<file path="src/source/fpga_ctrl_pkg.sv">
/*
 * shared widths, types and register map of the control FPGA
 * firmware identification words and SPI frame layout
 */
`default_nettype none

package fpga_ctrl_pkg;

    // ----------------------------------------
    // widths and types
    // ----------------------------------------
    localparam int ETH_PORTS = 4;

    typedef logic [6:0]           reg_addr_t;
    typedef logic [15:0]          reg_data_t;
    typedef logic [ETH_PORTS-1:0] phy_vec_t;   // one bit per eth port

    // ----------------------------------------
    // SPI frame: rd flag, 7 addr bits, 16 data bits, msb first
    // ----------------------------------------
    localparam int SPI_FRAME_BITS = 24;
    localparam int SPI_CMD_BITS   = 8;
    localparam int SPI_CNT_W      = $clog2(SPI_FRAME_BITS);

    typedef logic [SPI_CNT_W-1:0] spi_cnt_t;

    typedef enum logic [1:0] {
        IDLE,
        CMD,    // shifting rd flag and address
        DATA,   // 16 data bits in or out
        DONE    // wait for cs_n to rise
    } spi_state_t;

    // firmware identification
    localparam reg_data_t FW_DATE_HI = 16'h2024;
    localparam reg_data_t FW_DATE_LO = 16'h0611;
    localparam reg_data_t FW_TYPE    = 16'h0001;

    // ----------------------------------------
    // register map, same address for rd and wr
    // ----------------------------------------
    localparam reg_addr_t REG_FW_DATE_HI  = 7'd0;
    localparam reg_addr_t REG_FW_DATE_LO  = 7'd1;
    localparam reg_addr_t REG_FW_TYPE     = 7'd2;
    localparam reg_addr_t REG_MAC_LINK    = 7'd3;   // read only
    localparam reg_addr_t REG_PHY_RST     = 7'd4;
    localparam reg_addr_t REG_MDIO_CLK    = 7'd5;
    localparam reg_addr_t REG_MDIO_DATA_O = 7'd6;
    localparam reg_addr_t REG_MDIO_DIR    = 7'd7;
    localparam reg_addr_t REG_MDIO_DATA_I = 7'd8;   // read only
    localparam reg_addr_t REG_ETH_RX_MASK = 7'd9;
    localparam reg_addr_t REG_TEST_ARRAY  = 7'd16;  // first entry
    localparam int        TEST_ARRAY_COUNT = 4;

    // led timing
    localparam int TICKS_PER_US = 125;   // clk125M cycles per us
    localparam int US_PER_MS    = 1000;

endpackage

`default_nettype wire

</file>
<file path="src/source/wb_if.sv">
/*
 * wishbone classic bus between the SPI master and the register bank
 */
`default_nettype none

interface wb_if;
    import fpga_ctrl_pkg::*;

    logic      cyc;
    logic      stb;
    logic      we;
    reg_addr_t adr;
    reg_data_t dat_w;
    reg_data_t dat_r;   // valid with ack on reads
    logic      ack;

    modport master (
        output cyc, stb, we, adr, dat_w,
        input  dat_r, ack
    );

    modport slave (
        input  cyc, stb, we, adr, dat_w,
        output dat_r, ack
    );

endinterface

`default_nettype wire
</file>
<file path="src/source/fpga_ctrl_top.sv">
/*
 * control FPGA top level: SPI register access and debug LED
 */
`default_nettype none

module fpga_ctrl_top #(
    parameter int BLINK_HALF_MS = 125
) (
    input  wire                     clk125M,
    input  wire                     rst_n_i,

    // host SPI port
    input  wire                     spi_clk_i,
    input  wire                     spi_cs_n_i,
    input  wire                     spi_mosi_i,
    output logic                    spi_miso_o,

    // MDIO, tristate buffer sits in the board wrapper
    input  wire                     mdio_i,
    output logic                    mdc_o,
    output logic                    mdio_o,
    output logic                    mdio_oe_o,

    // eth PHY control and status
    input  wire fpga_ctrl_pkg::phy_vec_t mac_link_i,
    output fpga_ctrl_pkg::phy_vec_t eth_phy_rst_n_o,
    output fpga_ctrl_pkg::phy_vec_t eth_rx_mask_o,

    output logic                    dbg_led_o
);

    wb_if wb ();

    // ----------------------------------------
    // register access
    // ----------------------------------------
    spi_reg_master u_spi (
        .clk125M    (clk125M),
        .rst_n_i    (rst_n_i),
        .spi_clk_i  (spi_clk_i),
        .spi_cs_n_i (spi_cs_n_i),
        .spi_mosi_i (spi_mosi_i),
        .spi_miso_o (spi_miso_o),
        .wb         (wb)
    );

    fpga_reg_file u_regs (
        .clk125M         (clk125M),
        .rst_n_i         (rst_n_i),
        .mac_link_i      (mac_link_i),
        .mdio_i          (mdio_i),
        .eth_phy_rst_n_o (eth_phy_rst_n_o),
        .eth_rx_mask_o   (eth_rx_mask_o),
        .mdc_o           (mdc_o),
        .mdio_o          (mdio_o),
        .mdio_oe_o       (mdio_oe_o),
        .wb              (wb)
    );

    // ----------------------------------------
    // debug
    // ----------------------------------------
    led_blinker #(
        .BLINK_HALF_MS (BLINK_HALF_MS)
    ) u_led (
        .clk125M   (clk125M),
        .rst_n_i   (rst_n_i),
        .dbg_led_o (dbg_led_o)
    );

endmodule

`default_nettype wire

</file>
<file path="src/source/fpga_reg_file.sv">
/*
 * wishbone register bank: firmware id, link status, PHY reset,
 * bit-banged MDIO, eth rx mask and scratch test array
 */
`default_nettype none

module fpga_reg_file (
    input  wire                     clk125M,
    input  wire                     rst_n_i,
    input  wire fpga_ctrl_pkg::phy_vec_t mac_link_i,
    input  wire                     mdio_i,
    output fpga_ctrl_pkg::phy_vec_t eth_phy_rst_n_o,
    output fpga_ctrl_pkg::phy_vec_t eth_rx_mask_o,
    output logic                    mdc_o,
    output logic                    mdio_o,
    output logic                    mdio_oe_o,
    wb_if.slave                     wb
);
    import fpga_ctrl_pkg::*;

    phy_vec_t  mac_link_q;
    logic      mdio_in_q;
    reg_data_t test_array [TEST_ARRAY_COUNT];
    reg_data_t rd_data;
    logic      wr_en;

    // commit in the ack cycle, outputs move one clock later
    assign wr_en = wb.cyc & wb.stb & wb.ack & wb.we;

    // ----------------------------------------
    // status inputs and handshake
    // ----------------------------------------
    always_ff @(posedge clk125M or negedge rst_n_i) begin
        if (!rst_n_i) begin
            mac_link_q <= '0;
            mdio_in_q  <= 1'b0;
            wb.ack     <= 1'b0;
        end else begin
            mac_link_q <= mac_link_i;
            mdio_in_q  <= mdio_i;
            wb.ack     <= wb.cyc & wb.stb & ~wb.ack;   // never stalls
        end
    end

    always_ff @(posedge clk125M) begin
        if (wb.cyc && wb.stb && !wb.ack) begin
            wb.dat_r <= rd_data;
        end
    end

    // read mux, unmapped and unused bits read 0
    always_comb begin
        rd_data = '0;
        case (wb.adr)
            REG_FW_DATE_HI:  rd_data = FW_DATE_HI;
            REG_FW_DATE_LO:  rd_data = FW_DATE_LO;
            REG_FW_TYPE:     rd_data = FW_TYPE;
            REG_MAC_LINK:    rd_data[ETH_PORTS-1:0] = mac_link_q;
            REG_PHY_RST:     rd_data[ETH_PORTS-1:0] = eth_phy_rst_n_o;
            REG_MDIO_CLK:    rd_data[0] = mdc_o;
            REG_MDIO_DATA_O: rd_data[0] = mdio_o;
            REG_MDIO_DIR:    rd_data[0] = mdio_oe_o;
            REG_MDIO_DATA_I: rd_data[0] = mdio_in_q;
            REG_ETH_RX_MASK: rd_data[ETH_PORTS-1:0] = eth_rx_mask_o;
            default: ;
        endcase
        for (int i = 0; i < TEST_ARRAY_COUNT; i++) begin
            if (wb.adr == reg_addr_t'(REG_TEST_ARRAY + i)) begin
                rd_data = test_array[i];
            end
        end
    end

    // ----------------------------------------
    // writable registers
    // ----------------------------------------
    always_ff @(posedge clk125M or negedge rst_n_i) begin
        if (!rst_n_i) begin
            eth_phy_rst_n_o <= '0;   // all PHYs held in reset
            eth_rx_mask_o   <= '0;
            mdc_o           <= 1'b0;
            mdio_o          <= 1'b0;
            mdio_oe_o       <= 1'b0;
            for (int i = 0; i < TEST_ARRAY_COUNT; i++) begin
                test_array[i] <= '0;
            end
        end else if (wr_en) begin
            case (wb.adr)
                REG_PHY_RST:     eth_phy_rst_n_o <= wb.dat_w[ETH_PORTS-1:0];
                REG_MDIO_CLK:    mdc_o           <= wb.dat_w[0];
                REG_MDIO_DATA_O: mdio_o          <= wb.dat_w[0];
                REG_MDIO_DIR:    mdio_oe_o       <= wb.dat_w[0];
                REG_ETH_RX_MASK: eth_rx_mask_o   <= wb.dat_w[ETH_PORTS-1:0];
                default: ;   // read-only and unmapped ignored
            endcase
            for (int i = 0; i < TEST_ARRAY_COUNT; i++) begin
                if (wb.adr == reg_addr_t'(REG_TEST_ARRAY + i)) begin
                    test_array[i] <= wb.dat_w;
                end
            end
        end
    end

endmodule

`default_nettype wire

</file>
<file path="src/source/led_blinker.sv">
/*
 * debug LED blinker with us and ms prescalers
 */
`default_nettype none

module led_blinker #(
    parameter int BLINK_HALF_MS = 125   // half blink period in ms
) (
    input  wire  clk125M,
    input  wire  rst_n_i,
    output logic dbg_led_o
);
    import fpga_ctrl_pkg::*;

    typedef logic [$clog2(TICKS_PER_US)-1:0]    us_cnt_t;
    typedef logic [$clog2(US_PER_MS)-1:0]       ms_cnt_t;
    typedef logic [$clog2(BLINK_HALF_MS+1)-1:0] half_cnt_t;

    us_cnt_t   us_cnt;
    ms_cnt_t   ms_cnt;
    half_cnt_t half_cnt;
    logic      us_tick;
    logic      ms_tick;

    assign us_tick = (us_cnt == us_cnt_t'(TICKS_PER_US - 1));
    assign ms_tick = us_tick & (ms_cnt == ms_cnt_t'(US_PER_MS - 1));

    always_ff @(posedge clk125M or negedge rst_n_i) begin
        if (!rst_n_i) begin
            us_cnt    <= '0;
            ms_cnt    <= '0;
            half_cnt  <= '0;
            dbg_led_o <= 1'b0;
        end else begin
            us_cnt <= us_tick ? '0 : us_cnt + 1'b1;
            if (us_tick) begin
                ms_cnt <= ms_tick ? '0 : ms_cnt + 1'b1;
            end
            if (ms_tick) begin
                if (half_cnt == half_cnt_t'(BLINK_HALF_MS - 1)) begin
                    half_cnt  <= '0;
                    dbg_led_o <= ~dbg_led_o;   // half period done
                end else begin
                    half_cnt <= half_cnt + 1'b1;
                end
            end
        end
    end

endmodule

`default_nettype wire

</file>
<file path="src/source/spi_reg_master.sv">
/*
 * SPI mode 0 slave, pins sampled in the clk125M domain
 * each 24-bit frame becomes one wishbone read or write
 */
`default_nettype none

module spi_reg_master (
    input  wire  clk125M,
    input  wire  rst_n_i,
    input  wire  spi_clk_i,
    input  wire  spi_cs_n_i,
    input  wire  spi_mosi_i,
    output logic spi_miso_o,
    wb_if.master wb
);
    import fpga_ctrl_pkg::*;

    logic [1:0] sck_sync;
    logic [1:0] cs_n_sync;
    logic [1:0] mosi_sync;
    logic       sck_d;
    logic       sck_rise;
    logic       sck_fall;
    logic       cs_active;
    logic       cmd_done;
    logic       frame_done;

    spi_state_t state;
    spi_cnt_t   bit_cnt;
    reg_data_t  rx_sr;     // incoming bits, cmd then data
    reg_data_t  tx_sr;     // read data going out on miso
    logic       cmd_rd;

    // ----------------------------------------
    // pin synchronizers and edge detect
    // ----------------------------------------
    always_ff @(posedge clk125M or negedge rst_n_i) begin
        if (!rst_n_i) begin
            sck_sync  <= '0;
            cs_n_sync <= '1;   // deselected
            mosi_sync <= '0;
            sck_d     <= 1'b0;
        end else begin
            sck_sync  <= {sck_sync[0], spi_clk_i};
            cs_n_sync <= {cs_n_sync[0], spi_cs_n_i};
            mosi_sync <= {mosi_sync[0], spi_mosi_i};
            sck_d     <= sck_sync[1];
        end
    end

    assign sck_rise  = sck_sync[1] & ~sck_d;
    assign sck_fall  = ~sck_sync[1] & sck_d;
    assign cs_active = ~cs_n_sync[1];

    // 8th and 24th rising edge of the frame
    assign cmd_done = cs_active & sck_rise & (state == CMD)
                      & (bit_cnt == spi_cnt_t'(SPI_CMD_BITS - 1));
    assign frame_done = cs_active & sck_rise & (state == DATA)
                        & (bit_cnt == spi_cnt_t'(SPI_FRAME_BITS - 1));

    // ----------------------------------------
    // receive shifter, bus address and write data
    // ----------------------------------------
    always_ff @(posedge clk125M) begin
        if (cs_active && sck_rise) begin
            rx_sr <= {rx_sr[14:0], mosi_sync[1]};
        end
        if (cmd_done) begin
            wb.adr <= {rx_sr[5:0], mosi_sync[1]};
        end
        if (frame_done) begin
            wb.dat_w <= {rx_sr[14:0], mosi_sync[1]};
        end
    end

    // ----------------------------------------
    // frame FSM and bus handshake
    // ----------------------------------------
    always_ff @(posedge clk125M or negedge rst_n_i) begin
        if (!rst_n_i) begin
            state      <= IDLE;
            bit_cnt    <= '0;
            cmd_rd     <= 1'b0;
            tx_sr      <= '0;
            spi_miso_o <= 1'b0;
            wb.cyc     <= 1'b0;
            wb.stb     <= 1'b0;
            wb.we      <= 1'b0;
        end else begin
            // one cycle in flight, closed in the clock after ack
            if (wb.cyc && wb.ack) begin
                wb.cyc <= 1'b0;
                wb.stb <= 1'b0;
                if (!wb.we) begin
                    tx_sr <= wb.dat_r;
                end
            end

            if (!cs_active) begin
                state      <= IDLE;   // also aborts a partial frame
                bit_cnt    <= '0;
                spi_miso_o <= 1'b0;
            end else begin
                case (state)
                    IDLE: begin
                        state   <= CMD;
                        bit_cnt <= '0;
                    end
                    CMD: begin
                        if (sck_rise) begin
                            bit_cnt <= bit_cnt + 1'b1;
                        end
                        if (cmd_done) begin
                            cmd_rd <= rx_sr[6];   // first bit of the frame
                            state  <= DATA;
                            if (rx_sr[6]) begin
                                wb.cyc <= 1'b1;   // read right away
                                wb.stb <= 1'b1;
                                wb.we  <= 1'b0;
                            end
                        end
                    end
                    DATA: begin
                        if (sck_fall && cmd_rd) begin
                            spi_miso_o <= tx_sr[15];
                            tx_sr      <= {tx_sr[14:0], 1'b0};
                        end
                        if (sck_rise) begin
                            bit_cnt <= bit_cnt + 1'b1;
                        end
                        if (frame_done) begin
                            state <= DONE;
                            if (!cmd_rd) begin
                                wb.cyc <= 1'b1;
                                wb.stb <= 1'b1;
                                wb.we  <= 1'b1;
                            end
                        end
                    end
                    DONE: begin
                        bit_cnt <= '0;   // held until cs_n goes high
                    end
                    default: state <= IDLE;
                endcase
            end
        end
    end

endmodule

`default_nettype wire

</file>
<file path="config.mk">
export PLATFORM = sky130hd
export DESIGN_NAME = fpga_ctrl_top
export DESIGN_NICKNAME = d
export VERILOG_FILES = /design/src/source/fpga_ctrl_pkg.sv /design/src/source/wb_if.sv /design/src/source/fpga_ctrl_top.sv /design/src/source/fpga_reg_file.sv /design/src/source/led_blinker.sv /design/src/source/spi_reg_master.sv
export SDC_FILE = /design/constraint.sdc
export NUM_CORES = 1
export LEC_CHECK = 0
export BUFFER_PORTS_ARGS = -buffer_cell sky130_fd_sc_hd__buf_2
export CAP_MARGIN = 20
export CORE_MARGIN = 2
export CORE_UTILIZATION = 41
export DETAILED_ROUTE_END_ITERATION = 16
export PLACE_DENSITY = 0.64
export SLEW_MARGIN = 20
export SYNTH_ARGS = -nofsm -noshare
export SYNTH_HDL_FRONTEND = slang
export SYNTH_SLANG_ARGS = --single-unit
</file>
<file path="constraint.sdc">
create_clock -name clk125M -period 3 [get_ports clk125M]
set_input_delay 0.15 -clock clk125M [delete_from_list [all_inputs] [get_ports clk125M]]
set_output_delay 0.15 -clock clk125M [all_outputs]
set_load 0.005 [all_outputs]
</file>
==> out/metrics.yaml <==
drt:
  drcViolationCount: 0
  wl_um: 15700
  vias: 5043
  ant_nets: 0
  viasPerCell: 5.36
  drt_first_pass_iters: 5
  first_iter_violations: 355
  wire_per_inst_um: 16.7
floorplan:
  die_w_um: 147
  core-area_sq_mm: 0.0202
  dieArea_sq_mm: 0.0217
  num_io_pins: 23
  rows: 52
  die_h_um: 147
  start_util: 0.418
cts:
  clkTransAtPathRegs_ns: 0.07
  htree_levels: 4
  cts_num_sinks: 195
  clock_latency_ns: 0.42
  cts_made_buffers: 17
  cts_tree: "done"
  root_buffer: "clkbuf_16"
  clock_path_buffers: 2
setup_path:
  critPathMaxFanout: 16
  cp_top_family: "simple AND/OR/NAND/NOR gates"
  endpoint_kind: "flip-flop"
  crit_path_max_incr_delay_ns: 0.75
  crit_type: "reg2reg"
  worstPathCellList: "nor4_4, nand2_2, or3_1, mux2_2"
  cp-start-kind: "flip-flop"
  crit_buf_inv: 0
  arrival_ns: 2.75
  cp_slowest_cell: "or3_1"
  critPathRequiredTime_ns: 3.31
sta:
  slew_violations: 0
  period_share: 0.815
  hold_viol: 0
  max_slew.worst_pin.slew_ns: 0.964
  slew_headroom: 0.357
  fin_ws_ns: 0.555
  tns_ns: 0
  rsz0062_at_grt: "false"
  fin_worst_skew_ns: 0.0102
  period_needed_ns: 2.44
  max_freq_mhz: 409
  setup_viol: 0
logic_synthesis:
  synth_xor_area_frac: 0.0135
  synth-async-reset-ratio: 0.723
  synthSimpleGateAreaFrac: 0.103
  synth_cell_types: 63
  synthMuxAreaShare: 0.168
  yosysWarnings: 0
  ys_seq_area_frac: 0.612
  syn_area_per_cell_sq_um: 13.5
  synth-edff-count: 54
  synth_area_sq_mm: 0.00842
  ys_ff_latch: 195
  synth_compound_area_frac: 0.0645
  synth_top_family_by_area: "multiplexers"
  synth_ff_type: "dfrtp_1"
  synthCells: 625
  syn-num-nets: 645
  synthAdderAreaFrac: 0.0149
placement:
  placed_area_sq_mm: 0.00884
  pre_cts_slack_ns: 0.581
  dp.cells: 900
  place.detailed.hpwl_um: 10700
  io_buffer_count: 22
  gp_congestion: 0.820
layout:
  diodes: 0
  drive_gt1_frac: 0.238
  nets: 678
  fin_area_sq_mm: 0.00953
  fillers: 1776
  syn2layout_area_growth_pct: 13.2
  final_cell_count_no_fill: 941
global_route:
  track_usage: 0.155
  overflow: 0
  grt_first_pass_wirelength_um: 26700
  grt_pass1_vias: 5173
  grt_max_degree: 106
  antenna_found_initial: 0
power_and_ir_drop:
  p_per_area_mw_per_mm2: 549
  ir_drop_mv: 0.360
  design_power_total_mw: 5.24
  leakagePower_nw: 4.25
flow_run:
  drv_cap: 0
run_status:
  status: "finished, final reports clean"
min_path:
  hp-class: "reg2reg"
## timing repair
action | CTS | global route
gates resized for setup | 0 | 0
hold buffers | 9 | 0
hold endpoints to repair | 110 | 0
setup buffers | 0 | 0
## final cells by class
cell class              count  area, sq um  share of cell area
flip-flops and latches    195         5150               0.540
clock inverters             7         95.1             0.00998
clock buffers              25          508              0.0533
multi-input cells         384         3060               0.321
inverters                  16         60.1             0.00630
well taps                 270          338              0.0354
repair buffers             44          317              0.0332
## where the power goes
group          internal [mW]  leakage, nW  switching (mW)  total (mW)
Combinational         0.0685         1.55           0.111       0.180
Clock                   1.35        0.288           0.939        2.29
Sequential              2.75         2.41          0.0164        2.76
Total                   4.17         4.25            1.07        5.24
## synth_stat cells, types with 7 or more instances
cell | n | share of area
a21oi_1 | 13 | 0.0077
nand2b_1 | 7 | 0.0052
nand3_1 | 13 | 0.0077
inv_1 | 16 | 0.0071
nand2_1 | 42 | 0.019
dfrtp_1 | 139 | 0.41
edfxtp_1 | 54 | 0.19
and3_1 | 11 | 0.0082
mux2_4 | 10 | 0.018
nor2b_1 | 7 | 0.0052
mux4_2 | 9 | 0.024
clkbuf_1 | 18 | 0.0080
nor2_1 | 30 | 0.013
mux2i_1 | 27 | 0.032
mux2_2 | 69 | 0.092
xor2_1 | 7 | 0.0073
o21ai_0 | 34 | 0.020
ha_1 | 10 | 0.015
## routing by layer
metal / vias to the layer above / global-route usage / share of wire
met1: 2581 / 0.208 / 0.46
li1: 2358 / - / -
met3: 15 / 0.0342 / 0.029
met5: - / 0 / 0
met2: 89 / 0.255 / 0.50
met4: 0 / 0.0438 / 0.0092
## metrics by stage
stage                util  hold WS (ns)
floorplan               -        -0.146
global placement    0.438         0.258
detailed placement  0.438         0.256
CTS                 0.473         0.345
global route        0.473         0.352
finish              0.473         0.353
## registers in the layout (all words and copies together), names as in the netlist, 2 cells and up
name and count:
u_led.us_cnt 7, u_spi.tx_sr 16, u_spi.cs_n_sync 2, u_spi.wb.adr 7, u_regs.eth_rx_mask_o 4, u_spi.bit_cnt 5, u_spi.mosi_sync 2, u_led.half_cnt 7
u_regs.test_array 64, u_led.ms_cnt 10, u_spi.state 2, u_regs.mac_link_q 4, u_spi.sck_sync 2, u_regs.eth_phy_rst_n_o 4, u_spi.rx_sr 15, u_spi.wb.dat_w 16
u_regs.wb.dat_r 16
## placed cells by master, fill, tap and decap left out, types with 4 or more instances in the layout
master         synthesis  final
nand4_1                6      6
nor3_1                 5      4
xor2_1                 7      7
dlygate4sd3_1          0      9
o31ai_1                6      6
o41ai_1                6      6
ha_1                  10     10
nand3_1               13     13
nor2b_1                7      7
nand4b_1               4      4
xnor2_1                6      6
mux2i_1               27     27
a31oi_1                6      6
or3_1                  6      6
buf_2                  5     21
dfrtp_1              139    139
mux2_4                10     10
clkbuf_16              0     19
a21oi_1               13     13
nor4_1                 5      5
nor2_1                30     30
edfxtp_1              54     54
mux4_2                 9      9
inv_1                 16     16
buf_4                  0     12
clkbuf_1              18      5
nand2_1               42     42
and3_1                11     11
o21ai_0               34     34
nand2b_1               7      7
mux2_2                69     69
## worst reg2reg max path: cells and delay by family, from the launching register on
kind	cells	cell delay [ns]
and+or+nand+nor	3	1.38
muxes	1	0.43
DFF	1	0.53
## logic make-up after synthesis
kind of cell             count (synthesis)
AO/OA/AOI/OAI                           86
flip-flops                             195
adder cells (fa/ha/maj)                 10
buffers and inverters                   46
XOR/XNOR                                13
multiplexers                           116
AND/OR/NAND/NOR                        159
## path summary, 6_finish.rpt
check / start / to / slack, ns / cells after the start
min in group asynchronous: rst_n_i / u_spi.tx_sr[14]$_DFF_PN0_ / 0.43 / 2
max reg2reg: u_spi.wb.adr[2]$_DFFE_PP_ / u_regs.test_array[0]$_DFFE_PN0P_ / 0.56 / 4
max: u_spi.wb.adr[2]$_DFFE_PP_ / u_regs.test_array[0]$_DFFE_PN0P_ / 0.56 / 4
max in group asynchronous: rst_n_i / u_regs.test_array[6]$_DFFE_PN0P_ / 1.83 / 3
min reg2reg: u_spi.sck_sync[0]$_DFF_PN0_ / u_spi.sck_sync[1]$_DFF_PN0_ / 0.35 / 0
min: u_spi.sck_sync[0]$_DFF_PN0_ / u_spi.sck_sync[1]$_DFF_PN0_ / 0.35 / 0
Power figures use the tool's default switching activity.
